`config.mk`:
```
export PLATFORM = sky130hd
export DESIGN_NAME = rtp_top
export DESIGN_NICKNAME = d
export VERILOG_FILES = /design/src/rtp_pkg.sv /design/src/rtp_xfer_if.sv /design/src/rtp_tick_gen.sv /design/src/rtp_i2c_master.sv /design/src/rtp_poll_seq.sv /design/src/rtp_sample_buf.sv /design/src/rtp_top.sv
export SDC_FILE = /design/constraint.sdc
export NUM_CORES = 1
export LEC_CHECK = 0
export ABC_AREA = 1
export BUFFER_PORTS_ARGS = -buffer_cell sky130_fd_sc_hd__buf_2
export CAP_MARGIN = 20
export CORE_ASPECT_RATIO = 1.75
export CORE_MARGIN = 5
export CORE_UTILIZATION = 40
export CTS_CLUSTER_DIAMETER = 80
export DETAILED_ROUTE_END_ITERATION = 16
export HOLD_SLACK_MARGIN = 0.15
export PLACE_DENSITY = 0.63
export RECOVER_POWER = 100
export SLEW_MARGIN = 20
export SYNTH_ARGS = -nofsm -noshare
export SYNTH_HDL_FRONTEND = slang
export SYNTH_SLANG_ARGS = --single-unit
export TNS_END_PERCENT = 30
```
`constraint.sdc`:
```
create_clock -name clk -period 2.7 [get_ports clk]
set_input_delay 0.405 -clock clk [delete_from_list [all_inputs] [get_ports clk]]
set_output_delay 0.405 -clock clk [all_outputs]
set_load 0.02 [all_outputs]
```
`src/rtp_pkg.sv`:
```
// types and constants shared by the NS2009 polling front end
// coordinates are raw 12-bit ADC codes with no filtering or calibration
package rtp_pkg;

    // one finished frame as handed to the consumer
    typedef struct packed {
        logic [11:0] x;
        logic [11:0] y;
        logic [11:0] z1;       // touch pressure reading
        logic        pressed;  // z1 above threshold
    } rtp_sample_t;

    // 7-bit address, 0x90 on the wire for writes and 0x91 for reads
    localparam logic [6:0] rtp_dev_addr = 7'h48;

    // NS2009 conversion commands
    localparam logic [7:0] rtp_cmd_x  = 8'hC0;  // measure x
    localparam logic [7:0] rtp_cmd_y  = 8'hD0;  // measure y
    localparam logic [7:0] rtp_cmd_z1 = 8'hE0;  // measure z1

    // conversion order within one frame
    typedef enum logic [1:0] {
        chan_x,
        chan_y,
        chan_z1
    } rtp_chan_e;

endpackage

```
`src/rtp_xfer_if.sv`:
```
`timescale 1ns/1ps
// one I2C transfer request and its result between sequencer and master
// req is a level held until done and dropped in the cycle after it
interface rtp_xfer_if ();

    logic        req;    // held high until done
    logic        rw;     // 0 writes cmd, 1 reads two bytes
    logic [7:0]  cmd;    // command byte, used on writes only
    logic        done;   // single cycle at the end of the stop condition
    logic        nack;   // valid with done
    logic [11:0] rdata;  // valid with done on reads

    // sequencer side
    modport seq (
        output req,
        output rw,
        output cmd,
        input  done,
        input  nack,
        input  rdata
    );

    // bit engine side
    modport mst (
        input  req,
        input  rw,
        input  cmd,
        output done,
        output nack,
        output rdata
    );

endinterface

```
`src/rtp_tick_gen.sv`:
```
`timescale 1ns/1ps
// quarter-bit strobes for the I2C master, needs clk_div >= 2
// the counter sits at zero while run is low so the first bit is full length
module rtp_tick_gen #(
    parameter int unsigned clk_div = 62  // clocks per SCL quarter phase
) (
    input  logic clk,
    input  logic arst_n,
    input  logic run,
    output logic tick,
    output logic mid_tick
);

    localparam int unsigned cw = $clog2(clk_div);

    logic [cw-1:0] cnt;

    always_ff @(posedge clk or negedge arst_n) begin
        if (!arst_n) begin
            cnt <= '0;
        end else if (!run || tick) begin
            cnt <= '0;                      // restart on idle and on every wrap
        end else begin
            cnt <= cnt + 1'b1;
        end
    end

    // wrap ends one quarter, the master steps its phase on it
    assign tick = (cnt == cw'(clk_div - 1));

    // roughly the centre of a quarter, used for sampling SDA
    assign mid_tick = (cnt == cw'(clk_div / 2));

endmodule

```
`src/rtp_i2c_master.sv`:
```
`timescale 1ns/1ps
// open-drain I2C byte engine, write of one command byte or read of two bytes
// single master only, no clock stretching and no repeated start
// scl_in and sda_in are used directly, synchronize them outside if the pads are async
// oe = 1 pulls a line low, oe = 0 releases it to the pull-up
module rtp_i2c_master (
    input  logic    clk,
    input  logic    arst_n,
    rtp_xfer_if.mst xfer,
    input  logic    tick,
    input  logic    mid_tick,
    output logic    busy,
    output logic    scl_oe,
    output logic    sda_oe,
    input  logic    scl_in,
    input  logic    sda_in
);
    import rtp_pkg::*;

    typedef enum logic [1:0] {
        st_idle,
        st_start,
        st_bits,
        st_stop
    } state_e;

    state_e      state;
    logic [1:0]  qtr;        // quarter within the current bit
    logic [3:0]  bit_cnt;    // 0..7 data bits, 8 is the ack slot
    logic [1:0]  byte_cnt;   // 0 address, 1 cmd or high byte, 2 low byte
    logic        rw;
    logic        nack_seen;
    logic [7:0]  cmd;
    logic [7:0]  tx_sh;      // outgoing byte, msb first
    logic [15:0] rx_sh;      // both read bytes
    logic        launch;
    logic        ack_slot;
    logic        rd_data;    // current byte is driven by the slave
    logic        last_byte;
    logic        sample;
    logic        bit_end;
    logic        stop_end;

    // done is still high in the last cycle req is held, so skip that cycle
    assign launch    = (state == st_idle) && xfer.req && !xfer.done;
    assign ack_slot  = (bit_cnt == 4'd8);
    assign rd_data   = rw && (byte_cnt != 2'd0);
    assign last_byte = (byte_cnt == (rw ? 2'd2 : 2'd1));
    assign sample    = (state == st_bits) && mid_tick && (qtr == 2'd2);  // scl high
    assign bit_end   = (state == st_bits) && tick && (qtr == 2'd3);
    assign stop_end  = (state == st_stop) && tick && (qtr == 2'd3);

    // per bit: q0 scl falls, q1 sda changes, q2 scl rises, q3 scl stays high
    always_ff @(posedge clk or negedge arst_n) begin
        if (!arst_n) begin
            state     <= st_idle;
            qtr       <= 2'd0;
            bit_cnt   <= 4'd0;
            byte_cnt  <= 2'd0;
            rw        <= 1'b0;
            nack_seen <= 1'b0;
            busy      <= 1'b0;
            scl_oe    <= 1'b0;
            sda_oe    <= 1'b0;
            xfer.done <= 1'b0;
            xfer.nack <= 1'b0;
        end else begin
            xfer.done <= 1'b0;
            if (tick && state != st_idle)
                qtr <= qtr + 1'b1;

            case (state)
                st_idle: begin
                    if (launch) begin
                        state     <= st_start;
                        busy      <= 1'b1;        // starts the tick counter
                        qtr       <= 2'd0;
                        bit_cnt   <= 4'd0;
                        byte_cnt  <= 2'd0;
                        rw        <= xfer.rw;
                        nack_seen <= 1'b0;
                    end
                end

                st_start: begin
                    if (tick && qtr == 2'd1)
                        sda_oe <= 1'b1;           // sda falls while scl is high
                    if (tick && qtr == 2'd3) begin
                        scl_oe <= 1'b1;
                        state  <= st_bits;
                    end
                end

                st_bits: begin
                    // slave ack slots only, a low scl here also counts as no ack
                    if (sample && ack_slot && !rd_data)
                        nack_seen <= sda_in || !scl_in;
                    if (tick) begin
                        case (qtr)
                            2'd0: begin
                                if (ack_slot)
                                    sda_oe <= rw && (byte_cnt == 2'd1);  // ack high byte only
                                else
                                    sda_oe <= !rd_data && !tx_sh[7];
                            end
                            2'd1: scl_oe <= 1'b0;
                            2'd3: begin
                                scl_oe <= 1'b1;
                                if (!ack_slot) begin
                                    bit_cnt <= bit_cnt + 1'b1;
                                end else begin
                                    bit_cnt <= 4'd0;
                                    if (nack_seen || last_byte)
                                        state <= st_stop;
                                    else
                                        byte_cnt <= byte_cnt + 1'b1;
                                end
                            end
                            default: ;
                        endcase
                    end
                end

                st_stop: begin
                    if (tick) begin
                        case (qtr)
                            2'd0: sda_oe <= 1'b1;   // scl is low, pull sda down first
                            2'd1: scl_oe <= 1'b0;
                            2'd2: sda_oe <= 1'b0;   // sda rises while scl is high
                            default: begin
                                state     <= st_idle;
                                busy      <= 1'b0;
                                xfer.done <= 1'b1;
                                xfer.nack <= nack_seen;
                            end
                        endcase
                    end
                end

                default: state <= st_idle;
            endcase
        end
    end

    // shift registers and result
    always_ff @(posedge clk) begin
        if (launch) begin
            cmd   <= xfer.cmd;
            tx_sh <= {rtp_dev_addr, xfer.rw};     // address byte with r/w bit
        end else if (bit_end) begin
            tx_sh <= ack_slot ? cmd : {tx_sh[6:0], 1'b0};
        end
        if (sample && rd_data && !ack_slot)
            rx_sh <= {rx_sh[14:0], sda_in};
        if (stop_end)
            xfer.rdata <= rx_sh[15:4];            // high byte and top nibble of low byte
    end

endmodule

```
`src/rtp_poll_seq.sv`:
```
`timescale 1ns/1ps
// frame sequencer, x then y then z1, each a command write followed by a read
// buf_full is checked only when a frame is about to start
// a NACK drops the whole frame, nack_count saturates at 255
module rtp_poll_seq #(
    parameter int unsigned poll_gap     = 25000,   // idle clocks between frames
    parameter logic [11:0] press_thresh = 12'h200
) (
    input  logic                 clk,
    input  logic                 arst_n,
    input  logic                 enable,
    rtp_xfer_if.seq              xfer,
    output logic                 push,
    output rtp_pkg::rtp_sample_t push_data,
    input  logic                 buf_full,
    output logic [7:0]           nack_count
);
    import rtp_pkg::*;

    localparam int unsigned   gw       = $clog2(poll_gap + 2);
    localparam logic [gw-1:0] gap_last = gw'((poll_gap > 0) ? poll_gap - 1 : 0);

    typedef enum logic [1:0] {
        st_gap,     // wait out the gap, then start a frame
        st_issue,   // req low for one cycle between transfers
        st_wait
    } state_e;

    state_e        state;
    rtp_chan_e     chan;
    logic [gw-1:0] gap_cnt;
    logic [11:0]   x_q;
    logic [11:0]   y_q;
    logic          rd_ok;

    assign rd_ok = (state == st_wait) && xfer.done && !xfer.nack && xfer.rw;

    always_comb begin
        case (chan)
            chan_x:  xfer.cmd = rtp_cmd_x;
            chan_y:  xfer.cmd = rtp_cmd_y;
            default: xfer.cmd = rtp_cmd_z1;
        endcase
    end

    always_ff @(posedge clk or negedge arst_n) begin
        if (!arst_n) begin
            state      <= st_gap;
            chan       <= chan_x;
            gap_cnt    <= gap_last;                // first frame needs no gap
            xfer.req   <= 1'b0;
            xfer.rw    <= 1'b0;
            push       <= 1'b0;
            nack_count <= 8'd0;
        end else begin
            push <= 1'b0;
            case (state)
                st_gap: begin
                    if (gap_cnt < gap_last) begin
                        gap_cnt <= gap_cnt + 1'b1;
                    end else if (enable && !buf_full) begin
                        chan     <= chan_x;
                        xfer.rw  <= 1'b0;
                        xfer.req <= 1'b1;
                        state    <= st_wait;
                    end
                end
                st_issue: begin
                    xfer.req <= 1'b1;
                    state    <= st_wait;
                end
                st_wait: begin
                    if (xfer.done) begin
                        xfer.req <= 1'b0;
                        if (xfer.nack) begin
                            if (nack_count != 8'hff)
                                nack_count <= nack_count + 1'b1;
                            gap_cnt <= '0;
                            state   <= st_gap;
                        end else if (!xfer.rw) begin
                            xfer.rw <= 1'b1;       // command sent, now read it back
                            state   <= st_issue;
                        end else if (chan == chan_z1) begin
                            push    <= 1'b1;       // one cycle after the last done
                            gap_cnt <= '0;
                            state   <= st_gap;
                        end else begin
                            chan    <= (chan == chan_x) ? chan_y : chan_z1;
                            xfer.rw <= 1'b0;
                            state   <= st_issue;
                        end
                    end
                end
                default: state <= st_gap;
            endcase
        end
    end

    // coordinates and the outgoing sample
    always_ff @(posedge clk) begin
        if (rd_ok && chan == chan_x)
            x_q <= xfer.rdata;
        if (rd_ok && chan == chan_y)
            y_q <= xfer.rdata;
        if (rd_ok && chan == chan_z1) begin
            push_data.x       <= x_q;
            push_data.y       <= y_q;
            push_data.z1      <= xfer.rdata;
            push_data.pressed <= (xfer.rdata > press_thresh);
        end
    end

endmodule

```
`src/rtp_sample_buf.sv`:
```
`timescale 1ns/1ps
// sample FIFO with credit based output toward the consumer
// the consumer owns out_credits slots and pulses credit_return once per freed slot
// sample_valid has no ready, each high cycle hands over one entry
module rtp_sample_buf #(
    parameter int unsigned buf_depth   = 4,
    parameter int unsigned out_credits = 2
) (
    input  logic                 clk,
    input  logic                 arst_n,
    input  logic                 push,
    input  rtp_pkg::rtp_sample_t push_data,
    output logic                 full,
    output logic                 sample_valid,
    output rtp_pkg::rtp_sample_t sample,
    input  logic                 credit_return
);
    import rtp_pkg::*;

    localparam int unsigned aw  = (buf_depth > 1) ? $clog2(buf_depth) : 1;
    localparam int unsigned nw  = $clog2(buf_depth + 1);
    localparam int unsigned crw = $clog2(out_credits + 1);

    rtp_sample_t    mem [buf_depth];
    logic [aw-1:0]  wr_ptr;
    logic [aw-1:0]  rd_ptr;
    logic [nw-1:0]  count;
    logic [crw-1:0] credits;
    logic           wr_en;
    logic           send;

    function automatic logic [aw-1:0] ptr_inc(input logic [aw-1:0] p);
        ptr_inc = (p == aw'(buf_depth - 1)) ? '0 : p + 1'b1;
    endfunction

    assign full         = (count == nw'(buf_depth));   // no free entry left
    assign wr_en        = push && !full;
    assign send         = (count != '0) && (credits != '0);
    assign sample_valid = send;
    assign sample       = mem[rd_ptr];

    always_ff @(posedge clk or negedge arst_n) begin
        if (!arst_n) begin
            wr_ptr  <= '0;
            rd_ptr  <= '0;
            count   <= '0;
            credits <= crw'(out_credits);
        end else begin
            if (wr_en)
                wr_ptr <= ptr_inc(wr_ptr);
            if (send)
                rd_ptr <= ptr_inc(rd_ptr);
            case ({wr_en, send})
                2'b10:   count <= count + 1'b1;
                2'b01:   count <= count - 1'b1;
                default: ;
            endcase
            // a return in the same cycle as a send cancels out
            case ({send, credit_return})
                2'b10:   credits <= credits - 1'b1;
                2'b01:   credits <= credits + 1'b1;
                default: ;
            endcase
        end
    end

    always_ff @(posedge clk) begin
        if (wr_en)
            mem[wr_ptr] <= push_data;
    end

endmodule

```
`src/rtp_top.sv`:
```
`timescale 1ns/1ps
// NS2009 touch panel polling front end on I2C
// scl and sda are split, oe = 1 pulls the line low and *_in reads the wired-AND bus
// external pull-ups needed, clock stretching and multi-master are not handled
// samples leave under credit flow control, out_credits must match the consumer
module rtp_top #(
    parameter int unsigned clk_div      = 62,       // ~100 kHz scl from 25 MHz
    parameter int unsigned poll_gap     = 25000,
    parameter logic [11:0] press_thresh = 12'h200,
    parameter int unsigned buf_depth    = 4,
    parameter int unsigned out_credits  = 2
) (
    input  logic        clk,
    input  logic        arst_n,
    input  logic        enable,
    output logic        scl_oe,
    output logic        sda_oe,
    input  logic        scl_in,
    input  logic        sda_in,
    output logic        sample_valid,
    output logic [11:0] sample_x,
    output logic [11:0] sample_y,
    output logic [11:0] sample_z1,
    output logic        sample_pressed,
    input  logic        credit_return,
    output logic        busy,
    output logic [7:0]  nack_count
);
    import rtp_pkg::*;

    rtp_sample_t push_data;
    rtp_sample_t sample;
    logic        push;
    logic        buf_full;
    logic        tick;
    logic        mid_tick;

    rtp_xfer_if xfer ();

    rtp_tick_gen #(
        .clk_div (clk_div)
    ) u_tick_gen (
        .clk      (clk),
        .arst_n   (arst_n),
        .run      (busy),
        .tick     (tick),
        .mid_tick (mid_tick)
    );

    rtp_i2c_master u_i2c_master (
        .clk      (clk),
        .arst_n   (arst_n),
        .xfer     (xfer.mst),
        .tick     (tick),
        .mid_tick (mid_tick),
        .busy     (busy),
        .scl_oe   (scl_oe),
        .sda_oe   (sda_oe),
        .scl_in   (scl_in),
        .sda_in   (sda_in)
    );

    rtp_poll_seq #(
        .poll_gap     (poll_gap),
        .press_thresh (press_thresh)
    ) u_poll_seq (
        .clk        (clk),
        .arst_n     (arst_n),
        .enable     (enable),
        .xfer       (xfer.seq),
        .push       (push),
        .push_data  (push_data),
        .buf_full   (buf_full),
        .nack_count (nack_count)
    );

    rtp_sample_buf #(
        .buf_depth   (buf_depth),
        .out_credits (out_credits)
    ) u_sample_buf (
        .clk           (clk),
        .arst_n        (arst_n),
        .push          (push),
        .push_data     (push_data),
        .full          (buf_full),
        .sample_valid  (sample_valid),
        .sample        (sample),
        .credit_return (credit_return)
    );

    // flatten the sample for the pins
    assign sample_x       = sample.x;
    assign sample_y       = sample.y;
    assign sample_z1      = sample.z1;
    assign sample_pressed = sample.pressed;

endmodule

```
; Word level (Yosys, flattened, before mapping)
; Memories as Yosys holds them, arrays and structs flattened.
; Index checks and enable logic that the tools add are counted.
[word_totals]
register_bits = 167
ram_bits = 148
mem_count = 1
[op_classes]
add_sub_neg = 12
n_lt_le_gt_ge = 2
eq_ne = 47
muxes = 94
n_bitwise = 1
reduce_logical = 70
[mem_list]
columns = name, words, word_bits, rd, rd_ports_with_merged_regs, wr, line_no
row1 = u_sample_buf.mem, 4, 37, 1, 0, 1, rtp_sample_buf.sv:24  ; rtp_sample_t mem [buf_depth];
[op_table]
columns = cell, n
row1 = two-way mux 15 bit, 5
row2 = two-way mux 2 bit, 31
row3 = two-way mux 1 bit, 35
row4 = case mux 15 bit (2 select lines), 1
row5 = logical AND 1 bit, 27
row6 = "!= test 2 bit, second input constant", 11
row7 = "equality test 2 bit, second input constant", 10
row8 = "!= test 2 x 1 -> 1 bit, second input constant", 9
row9 = AND reduction 6 bit, 3
row10 = nonzero test 2 bit, 9
row11 = two-way mux 4 bit, 4
row12 = AND reduction 4 bit, 4
row13 = "adder 15 x 1 -> 15 bit, second input constant", 1
row14 = "less-than comparator 15 bit, second input constant", 1
row15 = "equality test 2 x 1 -> 1 bit, second input constant", 7
row16 = "greater-than comparator 12 x 10 -> 1 bit, second input constant", 1
row17 = case mux 2 bit (2 select lines), 3
row18 = case mux 6 bit (2 select lines), 1
row19 = "adder 2 x 1 -> 2 bit, second input constant", 5
row20 = case mux 1 bit (2 select lines), 5
row21 = AND reduction 5 bit, 2
row22 = case mux 1 bit (3 select lines), 3
row23 = AND reduction 3 bit, 3
row24 = nonzero test 3 bit, 3
row25 = 28 further kinds, 42

; Longest topological paths before layout
[depth]
depth_word = 8
ltp_mapped = 12

; Hierarchy
; Synthesis repeated with hierarchy kept, for this count alone.
[hier_totals]
hier_cells = 1110
area_unflattened_um2 = 13235.2
[by_module_without_submodules]
columns = module, n_inst, cells_per_inst, area_each_um2, seq_area_each_um2
row1 = rtp_sample_buf, 1, 506, 6500.0, 4670.7
row2 = rtp_poll_seq, 1, 324, 3762.4, 2592.5
row3 = rtp_i2c_master, 1, 247, 2673.8, 1676.6
row4 = rtp_tick_gen, 1, 33, 299.0, 150.1

; Worst setup path before layout
; OpenSTA, ideal clock, no wires.
[synth_path]
path_kind = reg2reg
from = reg u_poll_seq.state[0]
to = reg, netlist name u_poll_seq.push_data[0]
setup_ns = 0.431
arrival_ns = 2.541
required_ns = 2.269
path_slack_ns = -0.272
path_stages_with_launch = 6
cell_sequence = dfrtp_1 -> nor2_2 -> nand2_1 -> nor3_1 -> inv_1 -> nor2_1
[synth_via]
elab_chain_cells = 5
[synth_rtl]
columns = item, line_no
row1 = "start, declared", rtp_poll_seq.sv:29  ; state_e state;
row2 = "start signal, assigned", rtp_poll_seq.sv:48  ; state <= st_gap;
row3 = "start signal, assigned", rtp_poll_seq.sv:65  ; state <= st_wait;
row4 = "start signal, assigned", rtp_poll_seq.sv:70  ; state <= st_wait;
row5 = equality test 2 bit, rtp_poll_seq.sv:36  ; assign rd_ok = (state == st_wait) && xfer.done && !xfer.nack && xfer.rw;
row6 = logical AND 1 bit (3 in series), rtp_poll_seq.sv:36
row7 = logical AND 1 bit, rtp_poll_seq.sv:105  ; if (rd_ok && chan == chan_z1) begin
; Every way passes these cells.
; A chain may end at the register's enable or synchronous reset.

; Final worst setup path
[layout_path]
from = reg u_sample_buf.rd_ptr[0]
to = out sample_z1[4]
[layout_via]
elab_chain_cells = 1
[layout_rtl]
columns = item, line_no
row1 = "start, declared", rtp_sample_buf.sv:26  ; logic [aw-1:0] rd_ptr;
row2 = "start signal, assigned", rtp_sample_buf.sv:52  ; rd_ptr <= ptr_inc(rd_ptr);
row3 = memory read (4 x 37 bit), n/a
row4 = "end, declared", rtp_top.sv:23  ; output logic [11:0] sample_z1,
; Every way passes these cells.

==> impl_metrics.csv <==
group,metric,value,unit
cts,htreeDepth,1,
critical_path,slowest_delay,0.41,ns
synth,synth_area_leaders,"edfxtp_1 (59%), dfrtp_1 (11%), o21ai_0 (4.5%)",
power_and_ir_drop,p_total,8.91,mW
final_layout,final_common_cell,"edfxtp_1",
synth,yosysTopAreaCell,"edfxtp_1",
final_layout,post-route-util,0.457,
floorplan,num_rows,84,
floorplan,start_util,0.405,
final_layout,final_nets,1069,
timing,maxSlewViolCount,28,
synth,synth_warnings,0,
critical_path,path_delay_family,"buffers and inverters",
min_path,hp-class,"in -> reg",
critical_path,required,2.30,ns
synth,synth_area,0.0122,mm²
cts,numCtsBuffers,26,
timing,fin_crit,2.55,ns
route,firstDrtPassIters,5,
timing,worst_pin_slew,1.64,ns
synth,syn_inst,970,
run,drv_cap,1,
synth,synth_cell_type_count,38,
critical_path,crit_fanout,52,
route,drt_iter0_markers,321,
power_and_ir_drop,power_density,647,mW/mm²
synth,synth_flop_cell,"edfxtp_1",
synth,ys_async_sr_fraction,0.201,
place,placed_cell_area,0.0130,mm²
timing,finalHoldViolations,0,
critical_path,cp-end-kind,"output pin",
synth,synth_seq_cells,309,
timing,setup_tns,0,ns
route,vias,7229,
synth,yosysTopAreaCellShare,0.590,
global_routing,grt_antenna_before_repair,0,
cts,root_buffer,"clkbuf_16",
global_routing,grt_max_degree,77,
global_routing,grt_pass1_wl,36.9,mm
timing,fin_crit_sh,0.945,
route,routedWlPerCell,15.9,µm
timing,worst_hold_slack,0.217,ns
critical_path,worst-endpoint-arrival,2.15,ns
critical_path,reg2reg_slack,0.26,ns
floorplan,coreArea,0.0302,mm²
place,gp_congestion,0.825,
timing,skew,0.0125,ns
floorplan,die_width,142,µm
synth,synth_area_per_cell,12.6,µm²
place,hpwl,15.1,mm
synth,synth_sequential_area_ratio,0.729,
final_layout,drive_gt1_frac,0.0879,
cts,cts_tree,"yes",
final_layout,final_cells,1445,
place,port_buffers,54,
global_routing,grt-ovfl-total,0,
critical_path,critPathBufInv,3,
power_and_ir_drop,p_leak,4.90,nW
cts,clock_sinks,309,
final_layout,final_cell_mix,"edfxtp_1 (240), nor2_1 (123), nand2_1 (122)",
critical_path,worstSetupPathType,"reg -> out",
synth,syn-num-nets,1001,
critical_path,path_cells,"inv_2 -> buf_12 -> o21ai_0 -> o22ai_1 -> buf_2",
timing,max_clock_freq,0.392,GHz
outcome,violations,"capacitance limit, slew limit",
route,drc,0,
timing,rsz0062_at_grt,"no",
global_routing,grt_pass1_vias,7212,
critical_path,cp_slowest_cell,"dfrtp_2",
final_layout,final_area,0.0138,mm²
place,place_ws,0.602,ns
cts,clk_latency,0.54,ns
timing,setup_ws,0.149,ns
synth,synth_edf_count,240,
final_layout,area_growth,12.7,%
final_layout,antenna_cells,0,
floorplan,dieArea,0.0343,mm²
floorplan,io_pins,55,
cts,clk_pin_slew,0.07,ns
timing,setup_viol_count_final,0,
route,finalWirelength,23.0,mm
critical_path,crit_path_start_kind,"flop",
timing,slew_headroom,-0.0941,
route,viasPerCell,5.00,
outcome,status,"finished with violations",
global_routing,grtUsageTotal,0.135,
route,ant_nets,0,
floorplan,die_h,241,µm
power_and_ir_drop,ir_drop,0.000392,V
cts,cts_buffer_depth,3,
place,placed_cells,1394,
==> Yosys cell counts, types with 2 or more instances <==
cell type / n
a21oi_1: 18
buf_2: 10
buf_6: 2
clkbuf_1: 22
dfrtp_1: 53
dfstp_2: 9
dfxtp_1: 7
edfxtp_1: 240
ha_1: 24
inv_1: 73
inv_2: 2
nand2_1: 121
nand2_2: 3
nand3_1: 41
nand3b_1: 2
nand4_1: 12
nor2_1: 125
nor2_2: 2
nor3_1: 7
nor3_2: 2
o211ai_1: 2
o21ai_0: 110
o21ai_1: 3
o21ai_2: 8
o21bai_1: 3
o22ai_1: 37
o32ai_1: 2
or2_2: 5
xnor2_1: 5
xor2_1: 12
==> registers in the layout, indices dropped and copies added, names as in the netlist, 3 cells and up <==
name,flops
u_poll_seq.push_data,37
u_poll_seq.gap_cnt,15
u_i2c_master.tx_sh,8
u_i2c_master.rx_sh,16
u_poll_seq.nack_count,8
u_poll_seq.x_q,12
u_i2c_master.bit_cnt,4
u_sample_buf.mem,148
u_poll_seq.y_q,12
u_i2c_master.xfer.rdata,12
u_tick_gen.cnt,6
u_sample_buf.count,3
==> power breakdown <==
part | internal [mW] | switching (mW)
logic | 0.0206 | 0.0417
registers | 5.08 | 0.00745
clock network | 2.06 | 1.69
total | 7.17 | 1.74
==> cells by family (layout without fill, tap and decap cells) <==
group | after synthesis | count (layout) | synth area share
AND/OR/NAND/NOR | 324 | 324 | 0.112
flip-flops | 309 | 309 | 0.729
XOR/XNOR | 17 | 17 | 0.0122
buffers and inverters | 109 | 197 | 0.0357
AO/OA/AOI/OAI | 186 | 186 | 0.0848
adder cells (fa/ha/maj) | 25 | 25 | 0.0262
==> worst min-delay path: stages <==
cell and delay [ns]:
buf_2 0.08, ha_1 0.14, xnor2_1 0.08
==> worst paths after layout <==
kind / depth (start not counted) / endpoint / startpoint
max: 5 / sample_z1[4] / u_sample_buf.rd_ptr[0]
min in group asynchronous: 2 / u_poll_seq.chan[1] / arst_n
max reg2reg: 10 / u_sample_buf.count[2] / u_sample_buf.count[0]
min: 3 / u_sample_buf.credits[0] / credit_return
min reg2reg: 0 / u_poll_seq.push_data[17] / u_poll_seq.y_q[4]
max in group asynchronous: 3 / u_poll_seq.gap_cnt[14] / arst_n
==> what timing repair did <==
| item | 4_1_cts | 5_1_grt |
|---|---|---|
| hold buffers | 3 | 0 |
| setup buffers | 0 | 0 |
| endpoints found under the setup margin | 0 | 6 |
| gates resized for setup | 0 | 1 |
| hold endpoints to repair | 21 | 0 |
==> layer usage <==
metal	wire, µm	up-vias	track usage
met3	786	33	0.0188
met5	0	-	0
met4	547	0	0.0474
li1	-	3540	-
met1	8610	3549	0.144
met2	13100	107	0.265
==> layout make-up <==
cell class / count / area (µm²)
Fill cell: 2697 / 16400
Timing Repair Buffer: 74 / 374
Clock buffer: 31 / 691
Sequential cell: 309 / 8910
Clock inverter: 17 / 175
Multi-Input combinational cell: 552 / 2860
Tap cell: 387 / 484
Inverter: 75 / 282
Power figures use the tool's default switching activity.
